===== config.mk =====
export PLATFORM = sky130hd
export DESIGN_NAME = button
export DESIGN_NICKNAME = d
export VERILOG_FILES = /design/src/gb_video_pkg.sv /design/src/button.sv
export SDC_FILE = /design/constraint.sdc
export NUM_CORES = 1
export LEC_CHECK = 0
export BUFFER_PORTS_ARGS = -buffer_cell sky130_fd_sc_hd__buf_2
export CAP_MARGIN = 0
export CORE_AREA = 2 2 39 41
export CTS_CLUSTER_SIZE = 24
export DETAILED_ROUTE_END_ITERATION = 10
export DIE_AREA = 0 0 41 43
export HOLD_SLACK_MARGIN = 0.1
export PLACE_DENSITY_LB_ADDON = 0.3
export SLEW_MARGIN = 20
export SYNTH_ARGS = -nofsm -noshare
export SYNTH_HDL_FRONTEND = slang
export SYNTH_SLANG_ARGS = --single-unit

===== constraint.sdc =====
create_clock -name clk -period 1.5 [get_ports clk]
set_input_delay 0.075 -clock clk [delete_from_list [all_inputs] [get_ports clk]]
set_output_delay 0.075 -clock clk [all_outputs]
set_load 0.005 [all_outputs]

===== src/gb_video_pkg.sv =====
`default_nettype none

package gb_video_pkg;

  ////////////////////
  // LCD geometry
  ////////////////////
  localparam int gb_width  = 160;     // Pixels per LCD line
  localparam int gb_height = 144;     // LCD lines per frame
  localparam int fb_depth  = 23040;   // Shade buffer entries
  localparam int fb_addr_w = 15;

  ////////////////////
  // Output raster
  ////////////////////
  localparam int h_active     = 320;  // Twice the LCD width
  localparam int h_total      = 400;
  localparam int h_sync_start = 336;
  localparam int h_sync_len   = 32;
  localparam int v_active     = 288;  // Twice the LCD height
  localparam int v_total      = 312;
  localparam int v_sync_start = 295;
  localparam int v_sync_len   = 3;
  localparam int h_cnt_w      = 9;
  localparam int v_cnt_w      = 9;

  // Button filter length in cycles
  localparam int debounce_cycles = 16;

  // Raster counter to DVI pins
  localparam int mixer_latency = 3;

  // Palette select, stepped in this order
  typedef enum logic [1:0] {
    pal_gray,
    pal_green,
    pal_amber,
    pal_inverse
  } palette_t;

  // LCD capture FSM
  typedef enum logic [1:0] {
    cap_wait_frame,  // Until the first vsync
    cap_active,
    cap_frozen       // Buffer held
  } capture_state_t;

  // Colour by palette then shade, RGB 8:8:8
  localparam logic [23:0] palette_rgb [4][4] = '{
    '{24'hFFFFFF, 24'hAAAAAA, 24'h555555, 24'h000000},  // Gray
    '{24'hE0F8D0, 24'h88C070, 24'h346856, 24'h081820},  // DMG green
    '{24'hFFD080, 24'hC08830, 24'h704010, 24'h201000},  // Amber
    '{24'h000000, 24'h555555, 24'hAAAAAA, 24'hFFFFFF}   // Gray reversed
  };

endpackage

`default_nettype wire


===== src/button.sv =====
`timescale 1ns/10ps
`default_nettype none

module button (
  input  wire logic clk,
  input  wire logic rst_n,
  input  wire logic button_input,  // Raw switch, not synchronous
  output logic      pressed,       // One cycle on press
  output logic      pressed_disp   // Debounced level
);

  logic sync_q1;
  logic sync_q2;
  logic [$clog2(gb_video_pkg::debounce_cycles)-1:0] stable_cnt;  // Cycles of disagreement

  ////////////////////
  // Synchroniser
  ////////////////////
  always_ff @(posedge clk or negedge rst_n) begin
    if (!rst_n) begin
      sync_q1 <= 1'b0;
      sync_q2 <= 1'b0;
    end else begin
      sync_q1 <= button_input;
      sync_q2 <= sync_q1;
    end
  end

  ////////////////////
  // Filter
  ////////////////////
  always_ff @(posedge clk or negedge rst_n) begin
    if (!rst_n) begin
      stable_cnt   <= '0;
      pressed_disp <= 1'b0;
      pressed      <= 1'b0;
    end else begin
      pressed <= 1'b0;  // Default no pulse
      if (sync_q2 == pressed_disp) begin
        stable_cnt <= '0;  // Glitch gone, start over
      end else if (int'(stable_cnt) == gb_video_pkg::debounce_cycles - 1) begin
        // Held long enough, take the new level
        stable_cnt   <= '0;
        pressed_disp <= sync_q2;
        pressed      <= sync_q2;  // Rising edge only
      end else begin
        stable_cnt <= stable_cnt + 1'b1;
      end
    end
  end

endmodule

`default_nettype wire


**Word-level counts from Yosys, hierarchy flattened**

Cells that the tools add are included.

- Word-level logic and storage cells: 14
- Output and inout bits: 2
- Flip-flop bits (word level): 8
- Bits of input ports: 3

- Add/subtract/negate cells: 1
- Eq/ne operators: 2
- Bitwise operators: 1
- Reductions and logical operators: 1
- Mux-type cells: 4

Operators by type and width:

| kind | number |
|---|---|
| $mux W4 | 2 |
| $add A4 B1 Y4 const B | 1 |
| $eq A4 B1 Y1 const B | 1 |
| $mux W1 | 2 |
| $reduce_and A2 Y1 | 1 |
| $eq A1 B1 Y1 | 1 |
| $not A1 Y1 | 1 |

**Longest topological paths before layout**

Gate-level depths: netlist (run 1).

- Depth in word-level cells: 3
- Mapped depth: 4
- Gate-level depth less buffers: 4

**Worst setup path after synthesis (run 1)**

No wires, ideal clock.

- Kind: reg2reg
- From: register stable_cnt[0] (netlist bit)
- To: register pressed_disp
- Library setup time: 0.125 ns
- Path buffers: 0
- Arrival: 1.006 ns
- Required time: 1.375 ns
- Stages on the path, launching flop included: 4
- Slack: 0.368 ns
- Path through: dfrtp_1 > ha_1 > nand3_2 > mux2_4

- Word-level cells in the longest chain between the ends: 2

RTL lines:

| item | RTL line | source |
|---|---|---|
| start: declaration | button.sv:14 | `logic [$clog2(gb_video_pkg::debounce_cycles)-1:0] stable_cnt;` |
| start signal: assignment | button.sv:47 | `stable_cnt <= stable_cnt + 1'b1;` |
| $eq A4 B1 Y1 | button.sv:41 | `end else if (int'(stable_cnt) == gb_video_pkg::debounce_cycles - 1) begin` |
| $reduce_and A2 Y1 (no source line) | n/a |  |
| end signal: assignment | button.sv:44 | `pressed_disp <= sync_q2;` |
| end: declaration | button.sv:9 | `output logic pressed_disp` |

No other way between the ends.
A chain may end at the register's enable or synchronous reset.

**Worst setup path after layout (run 1)**

Same ends and word-level chain as after synthesis.

==> run metrics, run 1 <==
outcome=complete, no violations; CTS tree=yes; # rows=14; CP Launch Type=register; Synth Flop Type=dfrtp_1; clk sink count=8; Slew headroom=0.7354; met3 GRT Util=0.03141; GRT overflow=0; met2 Usage GRT=0.09688; Worst setup EP type=register; max incr delay on CP=roughly 0.4 ns; share of layout cells above drive strength 1=0.3226; synthesis-stage register bit count=8; Finished Layout Cells=47; Total GRT Usage=0.07520; largest net degree at the start of global routing=9; initial antenna violation count=0; Post-synth EDFFs=0; # diodes=0; vias in the first global route=201; Core Util, Final=0.2857; fin nets=37; vias per cell=4.191; num ports=5; R2R Path End=pressed_disp; die area=approximately 0.0018 sq mm; setup_tns=0 ns; FF-to-FF path depth=3; die height=43 microns; DRC viols=0; antenna-violating nets left=0; top-count cell post-synth=dfrtp_1; clk_lat worst skew=0.24 ns; Core ar.=between 0.001 and 0.0015 sq mm; worst slew pin tran=slightly below 0.4 ns; Worst IR Drop VDD=roughly 370 uV; Synth area leader=dfrtp_1; Hold Path Class=primary input to asynchronous set/reset pin; FMAX=836.2 MHz; synthesized area=312.8 sq um; Layout area overhead=26.40%; Power Density=approximately 1100 mW/mm^2; syn nets=26; slowest CP cell=dfrtp_1; Die Width=41 microns; Routed WL per cell=10.19 microns; Final HPWL DP=360.8 microns; average cell area after synthesis=14.22 sq um; leakage=~0.18 nW; CP top delay family=flip-flops; DR iter-0 viols=2; CP Cell Sequence=ha_1 > nand3_2 > mux2_4; Syn. warnings=0; buffers and inverters on the worst path=0; worst r2r src=stable_cnt[0]; unrepaired setup endpoints after global routing=no; # port buffers=4; Synth top area share=0.6400; via count=197; met1 Use GR=0.1037; Setup Buffers After CTS=0; CTS Root Cell=clkbuf_4; Seq/Total Area, Yosys=0.6400; first-pass GRT wire length=862 microns; Tcrit/Tclk final=0.7973; FFs w/ async S/R, synth=1.000; most used routing layer=met1; critical path required time=approximately 1.6 ns; CP Max Fanout=4; critical path class=register to register; dominant cells by area after synthesis=dfrtp_1 (64%), xnor2_1 (5.6%), mux2_4 (4.8%); CTS Buf Count=3; CP arrival=1.32 ns; Setup Skew=0.0005529 ns; TritonRoute pass-1 iters=4; minimum clock period=1.196 ns; drt total wl=479 microns; Cells after Synth=22; H-Tree Depth=1; Worst-path clk slew=0.05 ns; final slew viol count=0; reg-to-reg slack, setup=0.30 ns; Placed Cells=42; number of max-cap violations=0; CTS resizes=0; Final Hold Fails=0; top cells by count, synth=dfrtp_1 (8), a21oi_1 (2), xnor2_1 (2); RD Place Congestion=0.6053; Initial Utilization=0.2260; setup violators final=0; Clock Tree Buf Depth=2; post-synth cell types=13
## metrics by stage
step / power, mW / setup slack [ns] / cell area [sq um] / hold slack (ns)
6_report: 0.4173 / 0.3041 / 395.4 / 0.2015
5_1_grt: 0.4451 / 0.2436 / 395.4 / 0.2075
4_1_cts: 0.4252 / 0.3132 / 395.4 / 0.1958
3_5_place_dp: 0.2613 / 0.3191 / 352.8 / -0.07500
3_3_place_gp: 0.2596 / 0.3375 / 352.8 / -0.08018
2_1_floorplan: 0.2504 / 0.3685 / 312.8 / -0.2206
## how the worst max path moves through the flow
| stage | startpoint | end | slack, ns | depth (start not counted) |
|---|---|---|---|---|
| after global routing | stable_cnt[0] | pressed_disp | 0.24 | 3 |
| after floorplan | stable_cnt[0] | pressed_disp | 0.37 | 3 |
| final | stable_cnt[0] | pressed_disp | 0.30 | 3 |
| after detailed placement | stable_cnt[0] | pressed_disp | 0.32 | 3 |
| after global placement | stable_cnt[0] | pressed_disp | 0.34 | 3 |
| after CTS | stable_cnt[0] | pressed_disp | 0.31 | 3 |
## registers in the layout (all words and copies together) (netlist names)
signal,flops
stable_cnt,4
sync_q1,1
sync_q2,1
pressed_disp,1
pressed,1
## report_power, final
part / switching, mW / internal, mW
Combinational: 0.0128 / 0.0147
Clock: 0.0649 / 0.0910
Sequential: 0.00838 / 0.225
Total: 0.0861 / 0.331
## logic make-up after synthesis
logic type | Yosys count | synth area share
buf+inv | 1 | 0.01199
flops | 8 | 0.6400
compound gates | 3 | 0.04799
mux | 1 | 0.04799
xor+xnor | 2 | 0.05601
fa+ha+maj | 1 | 0.03999
simple gates | 6 | 0.1560
## cells in the final DEF (no fill, tap or decap)
master	count
nor3b_2	1
a21oi_1	2
ha_1	1
nand3_2	1
nor2b_1	1
buf_2	4
o21ai_0	1
dlygate4sd3_1	2
nor2_1	1
clkbuf_4	3
nand4b_1	1
inv_1	1
dfrtp_1	8
nor3b_1	1
mux2_4	1
xnor2_1	2
## final cells by class
type | instances | area [sq um]
clock buffers | 3 | 22.52
fillers | 136 | 988.4
inverters | 1 | 3.754
multi-input cells | 13 | 108.9
flip-flops and latches | 8 | 200.2
well taps | 16 | 20.02
repair buffers | 6 | 40.04
## repair_timing
item                                   4_1_cts  5_1_grt
hold buffers                                 2        0
setup endpoints to repair                    0        0
endpoints found under the hold margin        9        0
## metal layers
metal  wire [microns]  share of wire
met5                0              0
met4                0              0
met3               12          0.025
met2              233           0.49
met1              234           0.49
(Power assumes the default switching activity.)
==> run 2: changes to the inputs <==
==> constraint.sdc (replaced) <==
create_clock -name clk -period 1.2 [get_ports clk]
set_input_delay 0.06 -clock clk [delete_from_list [all_inputs] [get_ports clk]]
set_output_delay 0.06 -clock clk [all_outputs]
set_load 0.005 [all_outputs]
==> run metrics, run 2 (synthesis gave the netlist of run 1 again) <==
fin nets=38 (was 37); setup_tns=0 ns (unchanged); num ports=5 (unchanged); TritonRoute pass-1 iters=1 (was 4); Routed WL per cell=11.25 microns (was 10.19 microns); max reg flops=4 (unchanged); Sequential Area=200.2 sq um (unchanged); CP Launch Type=register (unchanged); Layout area overhead=29.60% (was 26.40%); Final Power=0.5177 mW (was 0.4173 mW); Power Density=1277 mW/mm^2 (was 1055 mW/mm^2); GRT overflow=0 (unchanged); FMAX=903.1 MHz (was 836.2 MHz); vias per cell=4.104 (was 4.191); Tcrit/Tclk final=0.9228 (was 0.7973); largest net degree at the start of global routing=9 (unchanged); initial antenna violation count=0 (unchanged); drt total wl=540 microns (was 479 microns); Slew headroom=0.7154 (was 0.7354); CTS Root Cell=clkbuf_4 (unchanged); first-pass GRT wire length=917 microns (was 862 microns); via count=197 (unchanged); CP Cell Sequence=ha_2 > nand3_2 > mux2_4 (was ha_1 > nand3_2 > mux2_4); CTS tree=yes (unchanged); final slew viol count=0 (unchanged); Worst-path clk slew=0.05 ns (about the same); H-Tree Depth=1 (unchanged); die height=43 microns (unchanged); share of layout cells above drive strength 1=0.3750 (was 0.3226); post-place setup slack=0.04697 ns (was 0.3191 ns); fin area=405.4 sq um (was 395.4 sq um); Core ar.=0.001384 sq mm (unchanged); # rows=14 (unchanged); worst r2r src=stable_cnt[1] (was stable_cnt[0]); multi-input logic area=111.4 sq um (was 108.9 sq um); reg-to-reg slack, setup=0.09 ns (was 0.30 ns); Worst setup EP type=register (unchanged); DRC viols=0 (unchanged); CP arrival=1.23 ns (was 1.32 ns); critical path required time=1.32 ns (was 1.63 ns); antenna-violating nets left=0 (unchanged); DR iter-0 viols=0 (was 2); Setup Skew=0.001210 ns (was 0.0005529 ns); Hold Path Class=primary input to asynchronous set/reset pin (unchanged); most frequent cells in the layout=dfrtp_1 (8), buf_2 (4), clkbuf_4 (3) (unchanged); critical path class=register to register (unchanged); Final HPWL DP=418.5 microns (was 360.8 microns); number of fill cells in the layout=133 (was 136); Setup Buffers After CTS=0 (unchanged); slowest CP cell=dfrtp_1 (unchanged); minimum clock period=1.107 ns (was 1.196 ns); Biggest register=stable_cnt (unchanged); Min Hold Slack=0.1990 ns (was 0.2015 ns); Worst IR Drop VDD=472.7 uV (was 367.2 uV); vias in the first global route=221 (was 201); Die Width=41 microns (unchanged); most common cell after layout, fill and taps aside=dfrtp_1 (unchanged); CP Max Fanout=3 (was 4); outcome=complete, no violations (unchanged); leakage=0.1835 nW (was 0.1807 nW); clk_lat worst skew=0.24 ns (about the same); # port buffers=4 (unchanged); FF-to-FF path depth=3 (unchanged); clk sink count=8 (unchanged); CTS Buf Count=3 (unchanged); max incr delay on CP=0.36 ns (was 0.41 ns); Initial Utilization=0.2260 (unchanged); Worst Setup Slack, final=0.09269 ns (was 0.3041 ns); Clock Tree Buf Depth=2 (unchanged); worst slew pin tran=0.4239 ns (was 0.3941 ns); DP Area=360.3 sq um (was 352.8 sq um); Final Hold Fails=0 (unchanged); setup violators final=0 (unchanged); die area=0.001763 sq mm (unchanged); Core Util, Final=0.2929 (was 0.2857); RD Place Congestion=0.5867 (was 0.6053); number of max-cap violations=0 (unchanged); unrepaired setup endpoints after global routing=no (unchanged); # diodes=0 (unchanged); Placed Cells=43 (was 42); Finished Layout Cells=48 (was 47); Total GRT Usage=0.07645 (was 0.07520); R2R Path End=pressed_disp (unchanged)
-- run 2: report_power, final --
part / internal, mW / total (mW) / switching [mW]
clock network: 0.113 / 0.186 / 0.0724
registers: 0.282 / 0.292 / 0.00949
logic: 0.0218 / 0.0405 / 0.0187
total: 0.417 / 0.518 / 0.101
-- run 2: timing repair --
item | in CTS | in global routing
hold buffers | 2 | 0
gates resized for setup | 0 | 1
endpoints found under the hold margin | 9 | 0
setup endpoints to repair | 0 | 1
-- run 2: metal layers --
| metal | track usage | vias up | share of wire |
|---|---|---|---|
| met3 | 0 | 0 | 0.013 |
| met1 | 0.09122 | 96 | 0.40 |
| met2 | 0.1313 | 5 | 0.58 |
| li1 | - | 96 | - |
| met5 | 0 | - | 0 |
| met4 | 0.04000 | 0 | 0 |
-- run 2: how the worst max path moves through the flow --
| stage | startpoint | to | slack (ns) | depth (start not counted) |
|---|---|---|---|---|
| CTS | stable_cnt[1] | pressed_disp | 0.04 | 3 |
| global route | stable_cnt[1] | pressed_disp | 0.03 | 3 |
| detailed placement | stable_cnt[1] | pressed_disp | 0.05 | 3 |
| global placement | stable_cnt[0] | pressed_disp | 0.08 | 3 |
| finish | stable_cnt[1] | pressed_disp | 0.09 | 3 |
| floorplan | stable_cnt[0] | pressed_disp | 0.07 | 3 |
-- run 2: worst max-delay path: cells and delay by family (launching register included) --
family,cells,cell delay (ns)
and+or+nand+nor,1,0.10
adders and majority gates,1,0.22
muxes,1,0.31
DFF,1,0.36
-- run 2: area by class of cell --
cell class | instances | area share
Tap cell | 16 | 0.04938
Timing Repair Buffer | 7 | 0.1173
Sequential cell | 8 | 0.4938
Multi-Input combinational cell | 13 | 0.2747
Inverter | 1 | 0.009259
Clock buffer | 3 | 0.05556
==> run 3: changes to the inputs <==
--- a/config.mk
+++ b/config.mk
@@ -5,12 +5,12 @@
 export SDC_FILE = /design/constraint.sdc
 export NUM_CORES = 1
 export LEC_CHECK = 0
-export BUFFER_PORTS_ARGS = -buffer_cell sky130_fd_sc_hd__buf_2
 export CAP_MARGIN = 0
-export CORE_AREA = 2 2 39 41
+export CORE_AREA = 10 10 47 49
 export CTS_CLUSTER_SIZE = 24
 export DETAILED_ROUTE_END_ITERATION = 10
-export DIE_AREA = 0 0 41 43
+export DIE_AREA = 0 0 57 59
+export DONT_BUFFER_PORTS = 1
 export HOLD_SLACK_MARGIN = 0.1
 export PLACE_DENSITY_LB_ADDON = 0.3
 export SLEW_MARGIN = 20
==> run metrics, run 3 (synthesis gave the netlist of run 1 again) <==
Setup Skew=0.001050 ns (was 0.001210 ns); Routed WL per cell=10.07 microns (was 11.25 microns); critical path required time=1.33 ns (was 1.32 ns); CP Max Fanout=3 (unchanged); CTS Buf Count=3 (unchanged); critical path depth=3 (unchanged); fin nets=34 (was 38); Worst IR Drop VDD=522.1 uV (was 472.7 uV); vias per cell=4.045 (was 4.104); Final HPWL DP=343 microns (was 418.5 microns); most frequent cells in the layout=dfrtp_1 (8), clkbuf_4 (3), xnor2_1 (2), a21oi_1 (2), dlygate4sd3_1 (2) (was dfrtp_1 (8), buf_2 (4), clkbuf_4 (3)); slowest CP cell=dfrtp_1 (unchanged); RD Place Congestion=0.5999 (was 0.5867); DRC viols=0 (unchanged); largest net degree at the start of global routing=9 (unchanged); Hold Path Class=primary input to asynchronous set/reset pin (unchanged); via count=178 (was 197); critical path class=register to register (unchanged); CP Cell Sequence=ha_1 > nand3_2 > mux2_4 (was ha_2 > nand3_2 > mux2_4); Worst-path clk slew=0.05 ns (about the same); CP Launch Type=register (unchanged); Layout area overhead=22.40% (was 29.60%); FMAX=867.3 MHz (was 903.1 MHz); clock share of power=0.374 (was 0.358); switching power=0.1062 mW (was 0.1006 mW); # port buffers=0 (was 4); CP top delay family=flip-flops (unchanged); first-pass GRT wire length=724 microns (was 917 microns); clk_lat worst skew=0.24 ns (about the same); clk sink count=8 (unchanged); Setup Buffers After CTS=0 (unchanged); minimum clock period=1.153 ns (was 1.107 ns); most common cell after layout, fill and taps aside=dfrtp_1 (unchanged); TritonRoute pass-1 iters=2 (was 1); max incr delay on CP=0.38 ns (was 0.36 ns); CP arrival=1.28 ns (was 1.23 ns); Final Hold Fails=0 (unchanged); die height=59 microns (was 43 microns); DP Area=340.3 sq um (was 360.3 sq um); leakage=0.1667 nW (was 0.1835 nW); worst r2r src=stable_cnt[0] (was stable_cnt[1]); # rows=14 (unchanged); Clock Tree Buf Depth=2 (unchanged); logic gate share of total power=0.068 (was 0.078); setup_tns=0 ns (unchanged); # diodes=0 (unchanged); drt total wl=443 microns (was 540 microns); number of max-cap violations=0 (unchanged); Biggest register=stable_cnt (unchanged); Switching Share=0.2038 (was 0.1944); Post-CTS Hold Fix Bufs=2 (unchanged); share of layout cells above drive strength 1=0.2500 (was 0.3750); final slew viol count=0 (unchanged); Tcrit/Tclk final=0.9608 (was 0.9228); DR iter-0 viols=1 (was 0); CTS resizes=0 (unchanged); Slew headroom=0.7540 (was 0.7154); R2R Path End=pressed_disp (unchanged); CTS Root Cell=clkbuf_4 (unchanged); reg-to-reg slack, setup=0.05 ns (was 0.09 ns); antenna-violating nets left=0 (unchanged); initial antenna violation count=0 (unchanged); buffers and inverters on the worst path=0 (unchanged); max reg flops=4 (unchanged); vias in the first global route=187 (was 221); Core ar.=0.001401 sq mm (was 0.001384 sq mm); Worst setup EP type=register (unchanged); CTS tree=yes (unchanged); Total GRT Usage=0.02995 (was 0.07645); fin area=382.9 sq um (was 405.4 sq um); Die Width=57 microns (was 41 microns); Cell Int Power=0.4147 mW (was 0.4171 mW); Final Power=0.5209 mW (was 0.5177 mW); FF-to-FF path depth=3 (unchanged); die area=0.003363 sq mm (was 0.001763 sq mm); unrepaired setup endpoints after global routing=no (unchanged); H-Tree Depth=1 (unchanged); outcome=complete, no violations (unchanged); GRT overflow=0 (unchanged); setup violators final=0 (unchanged); num ports=5 (unchanged); Power Density=1360 mW/mm^2 (was 1277 mW/mm^2); Core Util, Final=0.2732 (was 0.2929); worst slew pin tran=0.3664 ns (was 0.4239 ns); Initial Utilization=0.2232 (was 0.2260); sequential fraction of design power=0.558 (was 0.563)
[run 3: changes by cell type in the layout (fill, tap and decap cells not counted), sizes merged]
cell and change:
buf -4
[run 3: worst reg2reg max path, cell delays in order, from the launching register on]
cell and delay, ns:
dfrtp_1 0.38, ha_1 0.25, nand3_2 0.11, mux2_4 0.30
[run 3: final cells by class]
class	count	area, sq um
multi-input cells	13	108.9
clock buffers	3	22.52
flip-flops and latches	8	200.2
inverters	1	3.754
repair buffers	3	27.53
well taps	16	20.02
fillers	151	1018
[run 3: worst max path at each step]
stage / startpoint / endpoint
4_1_cts: stable_cnt[1] / pressed_disp
6_report: stable_cnt[0] / pressed_disp
3_3_place_gp: stable_cnt[1] / pressed_disp
5_1_grt: stable_cnt[1] / pressed_disp
3_5_place_dp: stable_cnt[0] / pressed_disp
2_1_floorplan: stable_cnt[0] / pressed_disp
[run 3: metrics by stage]
step	std cells	setup WS (ns)	hold slack, ns
floorplan	22	0.06849	-0.2356
global placement	39	0.06796	-0.2353
detailed placement	39	0.06525	-0.2353
CTS	44	0.04649	0.1579
global route	44	0.01941	0.1753
finish	44	0.04701	0.1537
[run 3: power groups by stage]
stage          clock [mW]  combinational, mW  sequential (mW)
6_report            0.195             0.0354            0.291
5_1_grt             0.216             0.0412            0.291
4_1_cts             0.202             0.0359            0.291
3_5_place_dp            0             0.0254            0.295
3_3_place_gp            0             0.0258            0.295
2_1_floorplan           0             0.0182            0.295
[run 3: layer usage]
metal	vias up	global-route usage	part of all wire
li1	88	-	-
met5	-	0	0
met1	86	0.02885	0.47
met2	4	0.03256	0.43
met3	0	0.02575	0.10
met4	0	0.04027	0
